==> config.mk <==
export PLATFORM = sky130hd
export DESIGN_NAME = ddr_cmd_ctrl_flat
export DESIGN_NICKNAME = d
export VERILOG_FILES = /design/src/ddr_model_pkg.sv /design/src/ddr_cmd_if.sv /design/src/ddr_cmd_ctrl.sv /design/src/flat_wrapper.sv
export SDC_FILE = /design/constraint.sdc
export NUM_CORES = 1
export LEC_CHECK = 0
export BUFFER_PORTS_ARGS = -buffer_cell sky130_fd_sc_hd__buf_2
export CAP_MARGIN = 20
export CORE_UTILIZATION = 27
export CTS_BUF_LIST = sky130_fd_sc_hd__clkbuf_16
export CTS_CLUSTER_SIZE = 20
export DETAILED_ROUTE_END_ITERATION = 16
export PLACE_DENSITY_LB_ADDON = 0.05
export SLEW_MARGIN = 15
export SYNTH_ARGS = -nofsm -noshare
export SYNTH_HDL_FRONTEND = slang
export SYNTH_SLANG_ARGS = --single-unit
==> constraint.sdc <==
create_clock -name mem_ck -period 2.45 [get_ports mem_ck]
set_input_delay 0.49 -clock mem_ck [delete_from_list [all_inputs] [get_ports mem_ck]]
set_output_delay 0.49 -clock mem_ck [all_outputs]
set_load 0.02 [all_outputs]
==> src/ddr_model_pkg.sv <==
// DDR4 model shared definitions
`default_nettype none

package ddr_model_pkg;

   //////////////////////////////////////////////////
   // Pin and index widths
   //////////////////////////////////////////////////

   localparam int addr_w = 17;
   localparam int ba_w   = 2;
   localparam int bg_w   = 1;

   // Bank group sits above the bank address in the combined index
   localparam int bank_w = bg_w + ba_w;

   //////////////////////////////////////////////////
   // Command decode
   //////////////////////////////////////////////////

   typedef enum logic [2:0] {
      cmd_nop,
      cmd_act,
      cmd_pre,
      cmd_wr,
      cmd_rd
   } ddr_cmd_e;

   // RAS_n, CAS_n and WE_n as carried on A16, A15 and A14 while act_n is high
   localparam logic [2:0] ca_pre = 3'b010;
   localparam logic [2:0] ca_wr  = 3'b100;
   localparam logic [2:0] ca_rd  = 3'b101;
   localparam logic [2:0] ca_nop = 3'b111;

   // Command view of the address pins
   typedef struct packed {
      logic              ras_n;
      logic              cas_n;
      logic              we_n;
      logic [addr_w-4:0] col;
   } ddr_ca_cmd_t;

   // The same mem_a word is a full row address during ACT and a
   // command word with a column field otherwise
   typedef union packed {
      logic [addr_w-1:0] row;
      ddr_ca_cmd_t       cmd;
   } ddr_ca_word_u;

endpackage

`default_nettype wire

==> src/ddr_cmd_if.sv <==
// Decoded command bus
`timescale 1ns/1ps
`default_nettype none

interface ddr_cmd_if
   import ddr_model_pkg::*;
#(
   parameter int n_ranks = 2,
   parameter int row_w   = 4,
   parameter int col_w   = 3,
   parameter int dq_w    = 16
);
   localparam int rank_w = (n_ranks > 1) ? $clog2(n_ranks) : 1;

   // One strobe per accepted command, at most one high per cycle
   logic              act;
   logic              pre;
   logic              wr;
   logic              rd;

   logic [rank_w-1:0] rank;
   logic [bank_w-1:0] bank;
   logic [row_w-1:0]  row;
   logic [col_w-1:0]  col;
   logic [dq_w-1:0]   wdata;

   // State of the addressed rank and bank, looked up by the tracker
   logic              bank_open;
   logic [row_w-1:0]  open_row;

   modport ctrl (
      output act, pre, wr, rd, rank, bank, row, col, wdata,
      input  bank_open, open_row
   );

   modport tracker (
      input  act, pre, rank, bank, row,
      output bank_open, open_row
   );

   modport store (
      input  wr, rd, rank, bank, row, col, wdata
   );

endinterface

`default_nettype wire

==> src/ddr_cmd_ctrl.sv <==
// Command decode and protocol checks
`timescale 1ns/1ps
`default_nettype none

module ddr_cmd_ctrl
   import ddr_model_pkg::*;
#(
   parameter int n_ranks = 2,
   parameter int row_w   = 4,
   parameter int col_w   = 3,
   parameter int dq_w    = 16
) (
   input  logic               mem_ck,
   input  logic               arst_n,
   input  logic               mem_act_n,
   input  logic [n_ranks-1:0] mem_cs_n,
   input  logic [addr_w-1:0]  mem_a,
   input  logic [ba_w-1:0]    mem_ba,
   input  logic [bg_w-1:0]    mem_bg,
   input  logic               mem_par,
   input  logic [dq_w-1:0]    mem_dq_in,
   output logic               mem_alert_n,
   ddr_cmd_if.ctrl            cmd
);
   localparam int rank_w = (n_ranks > 1) ? $clog2(n_ranks) : 1;
   localparam int cnt_w  = $clog2(n_ranks + 1);

   ddr_ca_word_u      ca;
   ddr_cmd_e          kind;
   logic [cnt_w-1:0]  cs_cnt;
   logic [rank_w-1:0] rank_idx;
   logic              selected;
   logic              multi_cs;
   logic              par_ok;
   logic              state_err;
   logic              legal;
   logic              err;
   logic              alert_q;

   //////////////////////////////////////////////////
   // Command and rank decode
   //////////////////////////////////////////////////

   assign ca = mem_a;

   always_comb begin
      if (!mem_act_n) begin
         kind = cmd_act;
      end else begin
         case ({ca.cmd.ras_n, ca.cmd.cas_n, ca.cmd.we_n})
            ca_pre:  kind = cmd_pre;
            ca_wr:   kind = cmd_wr;
            ca_rd:   kind = cmd_rd;
            ca_nop:  kind = cmd_nop;
            // Refresh, mode register and the rest are ignored here
            default: kind = cmd_nop;
         endcase
      end
   end

   // Count the low chip selects and keep the index of the last one
   always_comb begin
      cs_cnt   = '0;
      rank_idx = '0;
      for (int i = 0; i < n_ranks; i++) begin
         if (!mem_cs_n[i]) begin
            cs_cnt   = cs_cnt + 1'b1;
            rank_idx = rank_w'(i);
         end
      end
   end

   assign selected = (cs_cnt != '0);
   assign multi_cs = (cs_cnt > cnt_w'(1));

   //////////////////////////////////////////////////
   // Error checks
   //////////////////////////////////////////////////

   // Even parity over the whole command and address group
   assign par_ok = ~^{mem_par, mem_act_n, mem_a, mem_ba, mem_bg};

   assign state_err = ((kind == cmd_act) && cmd.bank_open) ||
                      (((kind == cmd_wr) || (kind == cmd_rd)) && !cmd.bank_open);

   assign legal = selected && !multi_cs && par_ok && !state_err;
   assign err   = selected && (multi_cs || !par_ok || state_err);

   //////////////////////////////////////////////////
   // Outputs to the datapath
   //////////////////////////////////////////////////

   assign cmd.act = legal && (kind == cmd_act);
   assign cmd.pre = legal && (kind == cmd_pre);
   assign cmd.wr  = legal && (kind == cmd_wr);
   assign cmd.rd  = legal && (kind == cmd_rd);

   assign cmd.rank  = rank_idx;
   assign cmd.bank  = {mem_bg, mem_ba};
   assign cmd.col   = ca.cmd.col[col_w-1:0];
   assign cmd.wdata = mem_dq_in;

   // Column commands carry no row, so they use whatever the bank has open
   assign cmd.row = (kind == cmd_act) ? ca.row[row_w-1:0] : cmd.open_row;

   // Alert pulse for the cycle after a rejected command
   always_ff @(posedge mem_ck or negedge arst_n) begin
      if (!arst_n) begin
         alert_q <= 1'b0;
      end else begin
         alert_q <= err;
      end
   end

   assign mem_alert_n = ~alert_q;

   a_one_strobe: assert property (
      @(posedge mem_ck) disable iff (!arst_n)
      $onehot0({cmd.act, cmd.pre, cmd.wr, cmd.rd})
   ) else $error("More than one command strobe in a cycle");

endmodule

`default_nettype wire

==> src/flat_wrapper.sv <==
// flat-port wrapper written by rule: the top's interface ports become plain ports
module ddr_cmd_ctrl_flat import ddr_model_pkg::*;
#(
   parameter int n_ranks = 2,
   parameter int row_w   = 4,
   parameter int col_w   = 3,
   parameter int dq_w    = 16
)
  (mem_ck, arst_n, mem_act_n, mem_cs_n, mem_a, mem_ba, mem_bg, mem_par, mem_dq_in, mem_alert_n, cmd_act, cmd_pre, cmd_wr, cmd_rd, cmd_rank, cmd_bank, cmd_row, cmd_col, cmd_wdata, cmd_bank_open, cmd_open_row);
  ddr_cmd_if #(.n_ranks(n_ranks), .row_w(row_w), .col_w(col_w), .dq_w(dq_w)) cmd_i ();
  input  logic mem_ck;
  input  logic arst_n;
  input  logic mem_act_n;
  input  logic [n_ranks-1:0] mem_cs_n;
  input  logic [addr_w-1:0] mem_a;
  input  logic [ba_w-1:0] mem_ba;
  input  logic [bg_w-1:0] mem_bg;
  input  logic mem_par;
  input  logic [dq_w-1:0] mem_dq_in;
  output logic mem_alert_n;
  output wire logic [$bits(cmd_i.act)-1:0] cmd_act;
  output wire logic [$bits(cmd_i.pre)-1:0] cmd_pre;
  output wire logic [$bits(cmd_i.wr)-1:0] cmd_wr;
  output wire logic [$bits(cmd_i.rd)-1:0] cmd_rd;
  output wire logic [$bits(cmd_i.rank)-1:0] cmd_rank;
  output wire logic [$bits(cmd_i.bank)-1:0] cmd_bank;
  output wire logic [$bits(cmd_i.row)-1:0] cmd_row;
  output wire logic [$bits(cmd_i.col)-1:0] cmd_col;
  output wire logic [$bits(cmd_i.wdata)-1:0] cmd_wdata;
  input wire logic [$bits(cmd_i.bank_open)-1:0] cmd_bank_open;
  input wire logic [$bits(cmd_i.open_row)-1:0] cmd_open_row;
  assign cmd_act = cmd_i.act;
  assign cmd_pre = cmd_i.pre;
  assign cmd_wr = cmd_i.wr;
  assign cmd_rd = cmd_i.rd;
  assign cmd_rank = cmd_i.rank;
  assign cmd_bank = cmd_i.bank;
  assign cmd_row = cmd_i.row;
  assign cmd_col = cmd_i.col;
  assign cmd_wdata = cmd_i.wdata;
  assign cmd_i.bank_open = cmd_bank_open;
  assign cmd_i.open_row = cmd_open_row;
  ddr_cmd_ctrl #(.n_ranks(n_ranks), .row_w(row_w), .col_w(col_w), .dq_w(dq_w)) u_core (.mem_ck(mem_ck), .arst_n(arst_n), .mem_act_n(mem_act_n), .mem_cs_n(mem_cs_n), .mem_a(mem_a), .mem_ba(mem_ba), .mem_bg(mem_bg), .mem_par(mem_par), .mem_dq_in(mem_dq_in), .mem_alert_n(mem_alert_n), .cmd(cmd_i));
endmodule
# Word level (Yosys, flattened, before mapping)

Index checks and enable logic that the tools add are counted.

Shifts and indexed selects: 0
Reductions and logical operators: 20
Multiply operators: 0
Bitwise operators: 1
Add/sub/neg operators: 1
Divide/modulo/power cells: 0
Mux-type cells: 6
Equal/unequal tests: 7
Order comparisons: 1

Operators with widths:

| cell                | number |
|---|---|
| $reduce_xnor 22->1  | 1 |
| $logic_and 1x1->1   | 10 |
| $eq 3x2->1 const B  | 3 |
| $eq 3x3->1 const B  | 3 |
| $pmux 3 s3          | 1 |
| $logic_not 1->1     | 4 |
| $logic_or 1x1->1    | 4 |
| $mux 4              | 1 |
| $eq 3x1->1 const B  | 1 |
| $mux 3              | 1 |
| $add 1x1->2 const B | 1 |
| $gt 2x1->1 const B  | 1 |
| $mux 1              | 2 |
| $mux 2              | 1 |
| $reduce_bool 2->1   | 1 |
| $not 1->1           | 1 |

Memories kept: 0
Output and inout port bits: 32
Bits in writable memories: 0
Register bits: 1
Latch bits: 0
Bits in read-only memories: 0
Input bits: 47

# Logic depth before layout (Yosys ltp)

Gate-level depths: netlist (run 1).

Depth after elaboration: 10
Depth in mapped cells: 7
Depth with buffers taken out: 7

# Worst setup path after synthesis (run 1)

Ideal clock, no wire load.

Kind: input-to-output
From: input port mem_a[15]
To: output port cmd_pre
Path slack: -0.472 ns
Arrival time: 2.432 ns
Stages on the path: 7
Data required time: 1.960 ns
Cells stage by stage: inv_1 -> ha_1 -> xor2_1 -> xnor2_1 -> xnor2_1 -> xnor3_1 -> nor4_1

Word-level cells in the longest chain between the ends: 10
Elaborated cells between the ends (all ways): 18
Classes of those cells: 7 x eq/ne; 2 x mux; 9 x reduce/logical

RTL lines:

| item                                            | RTL line           | RTL |
|---|---|---|
| start: declaration                              | flat_wrapper.sv:15 | `input logic [addr_w-1:0] mem_a;` |
| $eq 3x3->1 / $eq 3x2->1 (equally long branches) | ddr_cmd_ctrl.sv:50 | `case ({ca.cmd.ras_n, ca.cmd.cas_n, ca.cmd.we_n})` |
| $pmux 3 s3                                      | ddr_cmd_ctrl.sv:50 |  |
| $mux 3                                          | ddr_cmd_ctrl.sv:47 | `if (!mem_act_n) begin` |
| $eq 3x2->1 / $eq 3x3->1 (equally long branches) | ddr_cmd_ctrl.sv:84 | `(((kind == cmd_wr) \|\| (kind == cmd_rd)) && !cmd.bank_open);` |
| $logic_or 1x1->1                                | ddr_cmd_ctrl.sv:84 |  |
| $logic_and 1x1->1                               | ddr_cmd_ctrl.sv:84 |  |
| $logic_or 1x1->1                                | ddr_cmd_ctrl.sv:83 | `assign state_err = ((kind == cmd_act) && cmd.bank_open) \|\|` |
| $logic_not 1->1                                 | ddr_cmd_ctrl.sv:86 | `assign legal = selected && !multi_cs && par_ok && !state_err;` |
| $logic_and 1x1->1                               | ddr_cmd_ctrl.sv:86 |  |
| $logic_and 1x1->1 (*)                           | ddr_cmd_ctrl.sv:94 | `assign cmd.pre = legal && (kind == cmd_pre);` |
| end: declaration                                | flat_wrapper.sv:22 | `output wire logic [$bits(cmd_i.pre)-1:0] cmd_pre;` |

Every way passes the cells marked *; elsewhere a longest branch is shown, timed or not.

# Worst setup path after layout (run 1)

From: input port mem_a[15]
To: output port cmd_wr

Word-level cells in the longest chain between the ends: 10
Elaborated cells between the ends (all ways): 17
Classes of those cells: 6 x eq/ne; 2 x mux; 9 x reduce/logical

RTL lines:

| item                                            | RTL line                               | RTL |
|---|---|---|
| $eq 3x3->1 / $eq 3x2->1 (equally long branches) | ddr_cmd_ctrl.sv:50                     |  |
| $pmux 3 s3                                      | ddr_cmd_ctrl.sv:50                     |  |
| $mux 3                                          | ddr_cmd_ctrl.sv:47                     |  |
| $eq 3x2->1 / $eq 3x3->1 (equally long branches) | ddr_cmd_ctrl.sv:84, ddr_cmd_ctrl.sv:95 |  |
| $logic_or 1x1->1                                | ddr_cmd_ctrl.sv:84                     |  |
| $logic_and 1x1->1                               | ddr_cmd_ctrl.sv:84                     |  |
| $logic_or 1x1->1                                | ddr_cmd_ctrl.sv:83                     |  |
| $logic_not 1->1                                 | ddr_cmd_ctrl.sv:86                     |  |
| $logic_and 1x1->1                               | ddr_cmd_ctrl.sv:86                     |  |
| $logic_and 1x1->1 (*)                           | ddr_cmd_ctrl.sv:95                     | `assign cmd.wr = legal && (kind == cmd_wr);` |
| end: declaration                                | flat_wrapper.sv:23                     | `output wire logic [$bits(cmd_i.wr)-1:0] cmd_wr;` |

Marks and branches as above.

==> flow_metrics.py, run 1 <==
metrics = {
    "synthesis": {
        "ys.flop_type": "dfrtp_1",
        "yosys-top-cells-area": "buf_4, xnor2_1, mux2_2",
        "yosysSeqAreaShare_pct": 4.386,
        "synth.most_common_cell": "buf_4",
        "synth_nets": 120,
        "yosysTopAreaCell": "buf_4",
        "synthTopCellsByCount": "buf_4, xnor2_1, inv_1",
        "ys_seq_elements": 1,
        "ys_async_sr_fraction_pct": 100.0,
        "synth_top_area_share_pct": 28.95,
        "synth_area_sq_um": 570.5,
        "synth_cell_type_count": 18,
        "synth_edf_count": 0,
        "avgSynthCellArea_sq_um": 8.151,
        "syn_inst": 70,
        "yosysWarnings": 0,
    },
    "setup_path": {
        "crit_end": "cmd_wr",
        "startpoint": "mem_a[15]",
        "end_kind": "output port",
        "cp-start-kind": "input pin",
        "required_ps": 1960,
        "path_class": "input pin to output port",
        "critPathMaxFanout": 4,
        "cp.arrival_ps": 2100,
    },
    "cells_and_area": {
        "num_antenna_cells": 0,
        "multi_input_area_sq_um": 429.2,
        "area_growth_pct": 48.25,
        "n_fill_cell": 209,
        "fin_nets": 155,
        "post-route-util_pct": 42.68,
        "top_register": "u_core.alert_q",
        "register_area_sq_um": 25.02,
        "top_regs": "u_core.alert_q (1)",
        "largest_reg_flops": 1,
        "drive_above_1_share_pct": 65.05,
    },
    "route": {
        "routed_wl_microns": 1178,
        "vias_per_cell": 4.077,
        "dr.pass1.iters": 1,
        "vias": 530,
        "first_iter_violations": 0,
        "detail-route-antenna-nets": 0,
        "drc": 0,
        "wl_per_cell_microns": 9.062,
    },
    "floorplanning": {
        "start_util_pct": 28.79,
        "die_area_sq_mm": 0.002301,
        "rows": 16,
        "fp.dieH_microns": 47.97,
        "ioPinCount": 79,
        "fp.dieW_microns": 47.97,
        "core_area_sq_mm": 0.001982,
    },
    "sta": {
        "fin_ws_ps": -137.0,
        "slew_headroom_pct": 80.23,
        "hold_viol": 0,
        "fin_hold_ws_ps": 266.6,
        "worst_slew_pin_slew_ps": 294.8,
        "finalCritPeriodShare_pct": 105.6,
        "setup_viol": 4,
        "fmax_ghz": 0.3865,
        "min_period_ps": 2587,
        "slew_viol_final": 0,
        "rsz0062_at_grt": "yes",
    },
    "outcome": {
        "status": "finished, violations left",
        "violations": "setup timing",
    },
    "worst_hold_path": {
        "hp-class": "input pin to asynchronous set/reset pin",
    },
    "job": {
        "cap_violations": 0,
    },
    "power_and_ir_drop": {
        "p_per_area_mw_per_mm2": 470.7,
        "power.leakage_uw": 0.0004138,
        "vdd.ir_drop.worst_mv": 0.4075,
    },
    "global_routing": {
        "antenna_found_initial": 0,
        "grt_max_degree": 6,
        "grt_pass1_wl_microns": 1552,
        "track_usage_pct": 9.035,
        "grt_pass1_vias": 393,
        "global_route.overflow_total": 0,
    },
    "placed_design": {
        "dp_hpwl_microns": 1116,
        "place.gp.congestion": 0.6846,
        "port_buffers": 46,
    },
    "cts": {
        "postCtsHoldBufs": 0,
        "clk_pin_slew_ps": 0,
    },
}
layer usage:
layer	vias up	track usage, %	part of all wire (%)
li1	273	-	-
met1	232	11.31	37
met2	25	17.03	55
met3	0	0	7.8
met4	0	2.222	0
met5	-	0	0
report_power, final:
| part | switching (uW) | internal [uW] | total, uW |
|---|---|---|---|
| sequential | 2.01 | 25.0 | 27.1 |
| clock | 0 | 0 | 0 |
| combinational | 179 | 193 | 371 |
worst min path at each step:
stage	from	end	slack [ps]	cells after the start
3_3_place_gp	arst_n	u_core.alert_q	260	1
6_report	arst_n	u_core.alert_q	270	1
2_1_floorplan	arst_n	u_core.alert_q	190	0
4_1_cts	arst_n	u_core.alert_q	270	1
5_1_grt	arst_n	u_core.alert_q	270	1
3_5_place_dp	arst_n	u_core.alert_q	270	1
cells in the final DEF, fill, tap and decap left out, types with 2 or more instances in the layout:
cell     synthesis  routed
buf_4           22      12
nor2b_1          2       2
inv_1            6       5
mux2_2           4       4
xor2_1           4       3
buf_2            0      40
xnor2_1         14      14
buf_6            0       2
ha_1             3       2
nand2_1          3       3
nor4_4           0       3
worst max-delay path: stages:
cell and delay (ps):
buf_8 90, inv_8 30, ha_4 250, xor2_2 140, xnor2_1 140, xnor2_1 150, xnor3_2 350, nor4_4 280
buf_4 170
kinds of logic (layout without fill, tap and decap cells):
family	Yosys count	count (layout)	share of synthesized area (%)
compound gates	3	3	4.825
fa+ha+maj	3	3	6.580
mux	4	4	7.894
buf+inv	28	61	32.89
xor+xnor	19	19	31.58
flops	1	1	4.385
simple gates	12	12	11.84
cell type report:
class / count / area share (%)
inverters: 6 / 3.550
multi-input cells: 41 / 50.74
flip-flops and latches: 1 / 2.959
well taps: 27 / 3.994
repair buffers: 55 / 38.76
metrics by stage:
| step | TNS (ps) | worst slack, ps | cells | cell area (sq um) | power [uW] |
|---|---|---|---|---|---|
| finish | -430.2 | -137.0 | 130 | 845.8 | 398.1 |
| global route | -813.0 | -245.1 | 130 | 845.8 | 431.9 |
| CTS | -431.9 | -137.7 | 130 | 845.8 | 398.6 |
| detailed placement | -1007 | -295.1 | 128 | 793.3 | 327.4 |
| global placement | -930.1 | -273.8 | 128 | 793.3 | 331.6 |
| floorplan | -15.16 | -15.16 | 70 | 641.9 | 287.2 |
what timing repair did:
item | 4_1_cts | 5_1_grt
hold endpoints to repair | 0 | 0
pin swaps | 7 | 0
setup buffers | 2 | 0
endpoints found under the setup margin | 4 | 4
resized for setup | 10 | 0
(Power assumes the default switching activity.)
==> inputs of run 2 (changes only) <==
Clock period 2.45 ns to 2.3 ns, I/O delays scaled along.
==> run 2 against run 1 <==
Compared with the run above:
- the flow still finishes with violations (setup timing)
- die area unchanged
- routed wire length is 4.8% lower
- final cell count down 1.5%
- combinational power shrank 13%
- utilization is 0.57 points lower
- via count decreased by 1.7%
- sequential share of layout area is essentially flat
- worst hold slack worse by 32 ps
- global-route usage rose by 0.77 points
==> flow_metrics.py, run 2 (synthesis gave the netlist of run 1 again) <==
metrics = {
    "setup_path": {
        "max_stage_delay_ps": 390,
        "worstPathCellList": "buf_8 -> inv_8 -> ha_4 -> xor2_2 -> xnor2_1 -> xnor2_1 -> xnor3_2 -> nor4_4 -> buf_4",
        "critPathMaxFanout": 5,
        "end_kind": "output port",
        "path_delay_family": "XOR/XNOR gates",
        "critPathBufInv": 3,
        "slowest_stage": "xnor3_2",
        "required_ps": 1840,
        "cp-start-kind": "input pin",
        "path_class": "input pin to output port",
        "critPathMostFrequentCell": "xnor2_1",
        "cp.arrival_ps": 2050,
    },
    "power_and_ir_drop": {
        "power.leakage_uw": 0.0004068,
        "p_per_area_mw_per_mm2": 420.4,
        "vdd.ir_drop.worst_mv": 0.2480,
        "p_total_uw": 350.8,
    },
    "outcome": {
        "status": "finished, violations left",
        "violations": "setup timing",
    },
    "cells_and_area": {
        "register_area_sq_um": 25.02,
        "area_growth_pct": 46.27,
        "num_antenna_cells": 0,
        "final_common_cell": "buf_2",
        "largest_reg_flops": 1,
        "layout_common_cells": "buf_2, xnor2_1, buf_4, inv_1, mux2_2",
        "fin_cells": 128,
        "n_fill_cell": 210,
        "drive_above_1_share_pct": 65.35,
        "multi_input_area_sq_um": 436.7,
        "post-route-cell-area_sq_um": 834.6,
        "top_register": "u_core.alert_q",
        "top_regs": "u_core.alert_q (1)",
        "fin_nets": 153,
    },
    "placed_design": {
        "port_buffers": 46,
        "dp_cells": 128,
        "place.gp.congestion": 0.6923,
        "placed_cell_area_sq_um": 793.3,
        "dp_hpwl_microns": 1056,
        "pre_cts_ws_ps": -410.0,
    },
    "sta": {
        "setup_viol": 4,
        "tns_ps": -660.7,
        "fin_ws_ps": -210.8,
        "rsz0062_at_grt": "yes",
        "min_period_ps": 2511,
        "worst_slew_pin_slew_ps": 291.3,
        "fmax_ghz": 0.3983,
        "slew_headroom_pct": 80.47,
        "finalCritPeriodShare_pct": 109.2,
        "slew_viol_final": 0,
        "hold_viol": 0,
    },
    "route": {
        "vias": 521,
        "routed_wl_microns": 1122,
        "vias_per_cell": 4.070,
        "wl_per_cell_microns": 8.766,
        "drc": 0,
        "detail-route-antenna-nets": 0,
        "dr.pass1.iters": 1,
        "first_iter_violations": 0,
    },
    "global_routing": {
        "global_route.overflow_total": 0,
        "grt_max_degree": 6,
        "grt_pass1_vias": 427,
        "grt_pass1_wl_microns": 1711,
        "antenna_found_initial": 0,
        "track_usage_pct": 9.808,
    },
    "floorplanning": {
        "start_util_pct": 28.79,
        "die_area_sq_mm": 0.002301,
        "rows": 16,
        "fp.dieW_microns": 47.97,
        "ioPinCount": 79,
        "core_area_sq_mm": 0.001982,
        "fp.dieH_microns": 47.97,
    },
    "cts": {
        "cts_setup_buffers": 0,
        "clk_pin_slew_ps": 0,
    },
    "worst_hold_path": {
        "hp-class": "input pin to asynchronous set/reset pin",
    },
    "job": {
        "cap_violations": 0,
    },
}
run 2: per-layer routing:
| metal | part of all wire (%) | up-vias | routed length, microns | GRT usage (%) |
|---|---|---|---|---|
| li1 | - | 267 | - | - |
| met1 | 40 | 225 | 446 | 13.78 |
| met2 | 50 | 27 | 556 | 15.95 |
| met3 | 10 | 2 | 116 | 1.132 |
| met4 | 0.18 | 0 | 2 | 2.222 |
| met5 | 0 | - | 0 | 0 |
run 2: cell type report:
class                   instances  area share [%]
multi-input cells              41           52.32
repair buffers                 53           37.03
well taps                      27           4.048
inverters                       6           3.598
flip-flops and latches          1           2.999
run 2: stage by stage:
step                      utilization [%]  hold WS, ps
after global placement              40.03        235.4
after floorplan                         -        164.4
final                               42.11        234.2
after CTS                           41.73        235.4
after detailed placement            40.03        235.1
after global routing                42.11        240.6
run 2: report_power, final:
| part | internal (uW) | switching [uW] | total, uW |
|---|---|---|---|
| sequential | 26.6 | 1.90 | 28.5 |
| clock | 0 | 0 | 0 |
| combinational | 147 | 175 | 322 |
run 2: path summary, 6_finish.rpt:
| kind | from | to | cells after the start |
|---|---|---|---|
| max | mem_a[15] | cmd_wr | 9 |
| min | arst_n | u_core.alert_q | 1 |
| max in group asynchronous | arst_n | u_core.alert_q | 1 |
| min in group mem_ck | mem_cs_n[1] | u_core.alert_q | 4 |
run 2: what timing repair did:
action,in CTS,in global routing
pin swaps,4,3
endpoints found under the hold margin,0,0
resized for setup,10,1
hold buffers,0,0
endpoints found under the setup margin,8,8
==> inputs of run 3 (changes only) <==
Settings changed: REMOVE_ABC_BUFFERS set to 1.
==> run 3 against run 2 <==
Compared with the run above:
- the flow still finishes with violations (setup timing)
- final cell count grew 1.6%
- critical path depth grew 1
- fmax shrank 0.54%
- global-route usage grew 2.2 points
- sequential power is essentially flat
- critical path type unchanged
==> flow_metrics.py, run 3 (synthesis gave the netlist of run 1 again) <==
metrics = {
    "floorplanning": {
        "fp.dieW_microns": 47.97,
        "rows": 16,
        "core_area_sq_mm": 0.001982,
        "fp.dieH_microns": 47.97,
        "ioPinCount": 79,
        "start_util_pct": 28.79,
        "die_area_sq_mm": 0.002301,
    },
    "sta": {
        "slew_headroom_pct": 81.53,
        "setup_viol": 4,
        "min_period_ps": 2524,
        "slew_viol_final": 0,
        "finalCritPeriodShare_pct": 109.8,
        "tns_ps": -784.4,
        "rsz0062_at_grt": "yes",
        "worst_slew_pin_slew_ps": 273.4,
        "hold_viol": 0,
        "fmax_ghz": 0.3961,
        "fin_ws_ps": -224.4,
        "fin_hold_ws_ps": 234.1,
    },
    "cells_and_area": {
        "area_growth_pct": 44.30,
        "post-route-cell-area_sq_um": 823.3,
        "fin_cells": 130,
        "drive_above_1_share_pct": 65.05,
        "num_antenna_cells": 0,
        "final_common_cell": "buf_2",
        "layout_common_cells": "buf_2, xnor2_1, buf_4, inv_1, mux2_2",
        "largest_reg_flops": 1,
        "fin_nets": 155,
        "top_register": "u_core.alert_q",
        "top_regs": "u_core.alert_q (1)",
    },
    "setup_path": {
        "critPathBufInv": 4,
        "critPathMostFrequentCell": "xnor2_1",
        "cp.arrival_ps": 2060,
        "end_kind": "output port",
        "worstPathCellList": "buf_8 -> inv_4 -> ha_4 -> xor2_2 -> xnor2_1 -> xnor2_1 -> xnor3_2 -> buf_6 -> nor3b_2 -> buf_4",
        "slowest_stage": "xnor3_2",
        "required_ps": 1840,
        "max_stage_delay_ps": 360,
        "path_delay_family": "XOR/XNOR gates",
        "path_class": "input pin to output port",
        "cp-start-kind": "input pin",
        "critPathMaxFanout": 5,
    },
    "power_and_ir_drop": {
        "vdd.ir_drop.worst_mv": 0.2709,
        "power.leakage_uw": 0.0004133,
        "p_total_uw": 408.1,
        "p_per_area_mw_per_mm2": 495.7,
    },
    "global_routing": {
        "grt_max_degree": 7,
        "top_usage_layer": "met1",
        "use_met1_pct": 15.93,
        "grtUsageMet3_pct": 9.434,
        "antenna_found_initial": 0,
        "global_route.overflow_total": 0,
        "grtUsageMet2_pct": 15.41,
        "grt_pass1_vias": 449,
        "track_usage_pct": 12.01,
        "grt_pass1_wl_microns": 1959,
    },
    "worst_hold_path": {
        "hp-class": "input pin to asynchronous set/reset pin",
    },
    "placed_design": {
        "dp_hpwl_microns": 1267,
        "placed_cell_area_sq_um": 729.5,
        "place.gp.congestion": 0.6690,
        "port_buffers": 46,
        "dp_cells": 129,
    },
    "route": {
        "first_iter_violations": 3,
        "vias": 543,
        "drc": 0,
        "routed_wl_microns": 1487,
        "wl_per_cell_microns": 11.44,
        "dr.pass1.iters": 3,
        "vias_per_cell": 4.177,
        "detail-route-antenna-nets": 0,
    },
    "outcome": {
        "status": "finished, violations left",
        "violations": "setup timing",
    },
    "cts": {
        "postCtsHoldBufs": 0,
        "clk_pin_slew_ps": 0,
    },
    "job": {
        "cap_violations": 0,
    },
}
## run 3: changes by cell type in the layout (fill, tap and decap cells not counted), sizes merged
cell and delta:
buf +2
## run 3: repair_timing
action,in CTS,in global routing
resized for setup,10,8
hold endpoints to repair,0,0
endpoints found under the setup margin,5,4
pin swaps,7,5
cloned,0,0
setup buffers,1,0
## run 3: cell type report
cell class | count | area, sq um
timing repair buffer | 55 | 326.6
fill | 215 | 1159
tap | 27 | 33.78
inverter | 6 | 25.02
sequential | 1 | 25.02
multi-input combinational | 41 | 412.9
## run 3: layer usage
metal  wire length [microns]  vias to the layer above
met5                       0                        -
met4                       0                        0
met3                     221                        0
met2                     633                       36
met1                     632                      234
li1                        -                      273
## run 3: worst max-delay path by stage
stage	cells after the start	to	slack, ps	startpoint
after floorplan	7	cmd_pre	-560	mem_a[15]
after global placement	9	cmd_pre	-450	mem_a[15]
after detailed placement	9	cmd_rd	-480	mem_a[15]
after CTS	9	cmd_pre	-260	mem_a[15]
after global routing	7	cmd_pre	-320	mem_a[0]
final	10	cmd_act	-220	mem_a[15]
## run 3: metrics by stage
| step | worst slack (ps) | util (%) |
|---|---|---|
| 5_1_grt | -319.8 | 41.54 |
| 3_5_place_dp | -478.2 | 36.81 |
| 3_3_place_gp | -448.3 | 36.81 |
| 2_1_floorplan | -561.6 | - |
| 4_1_cts | -258.7 | 39.20 |
| 6_report | -224.4 | 41.54 |
## run 3: power by group
group	leakage [uW]	total, uW	switching [uW]	internal, uW
Combinational	0.000402	379	173	207
Clock	0	0	0	0
Sequential	0.0000114	28.6	1.97	26.7
Total	0.000413	408	175	233
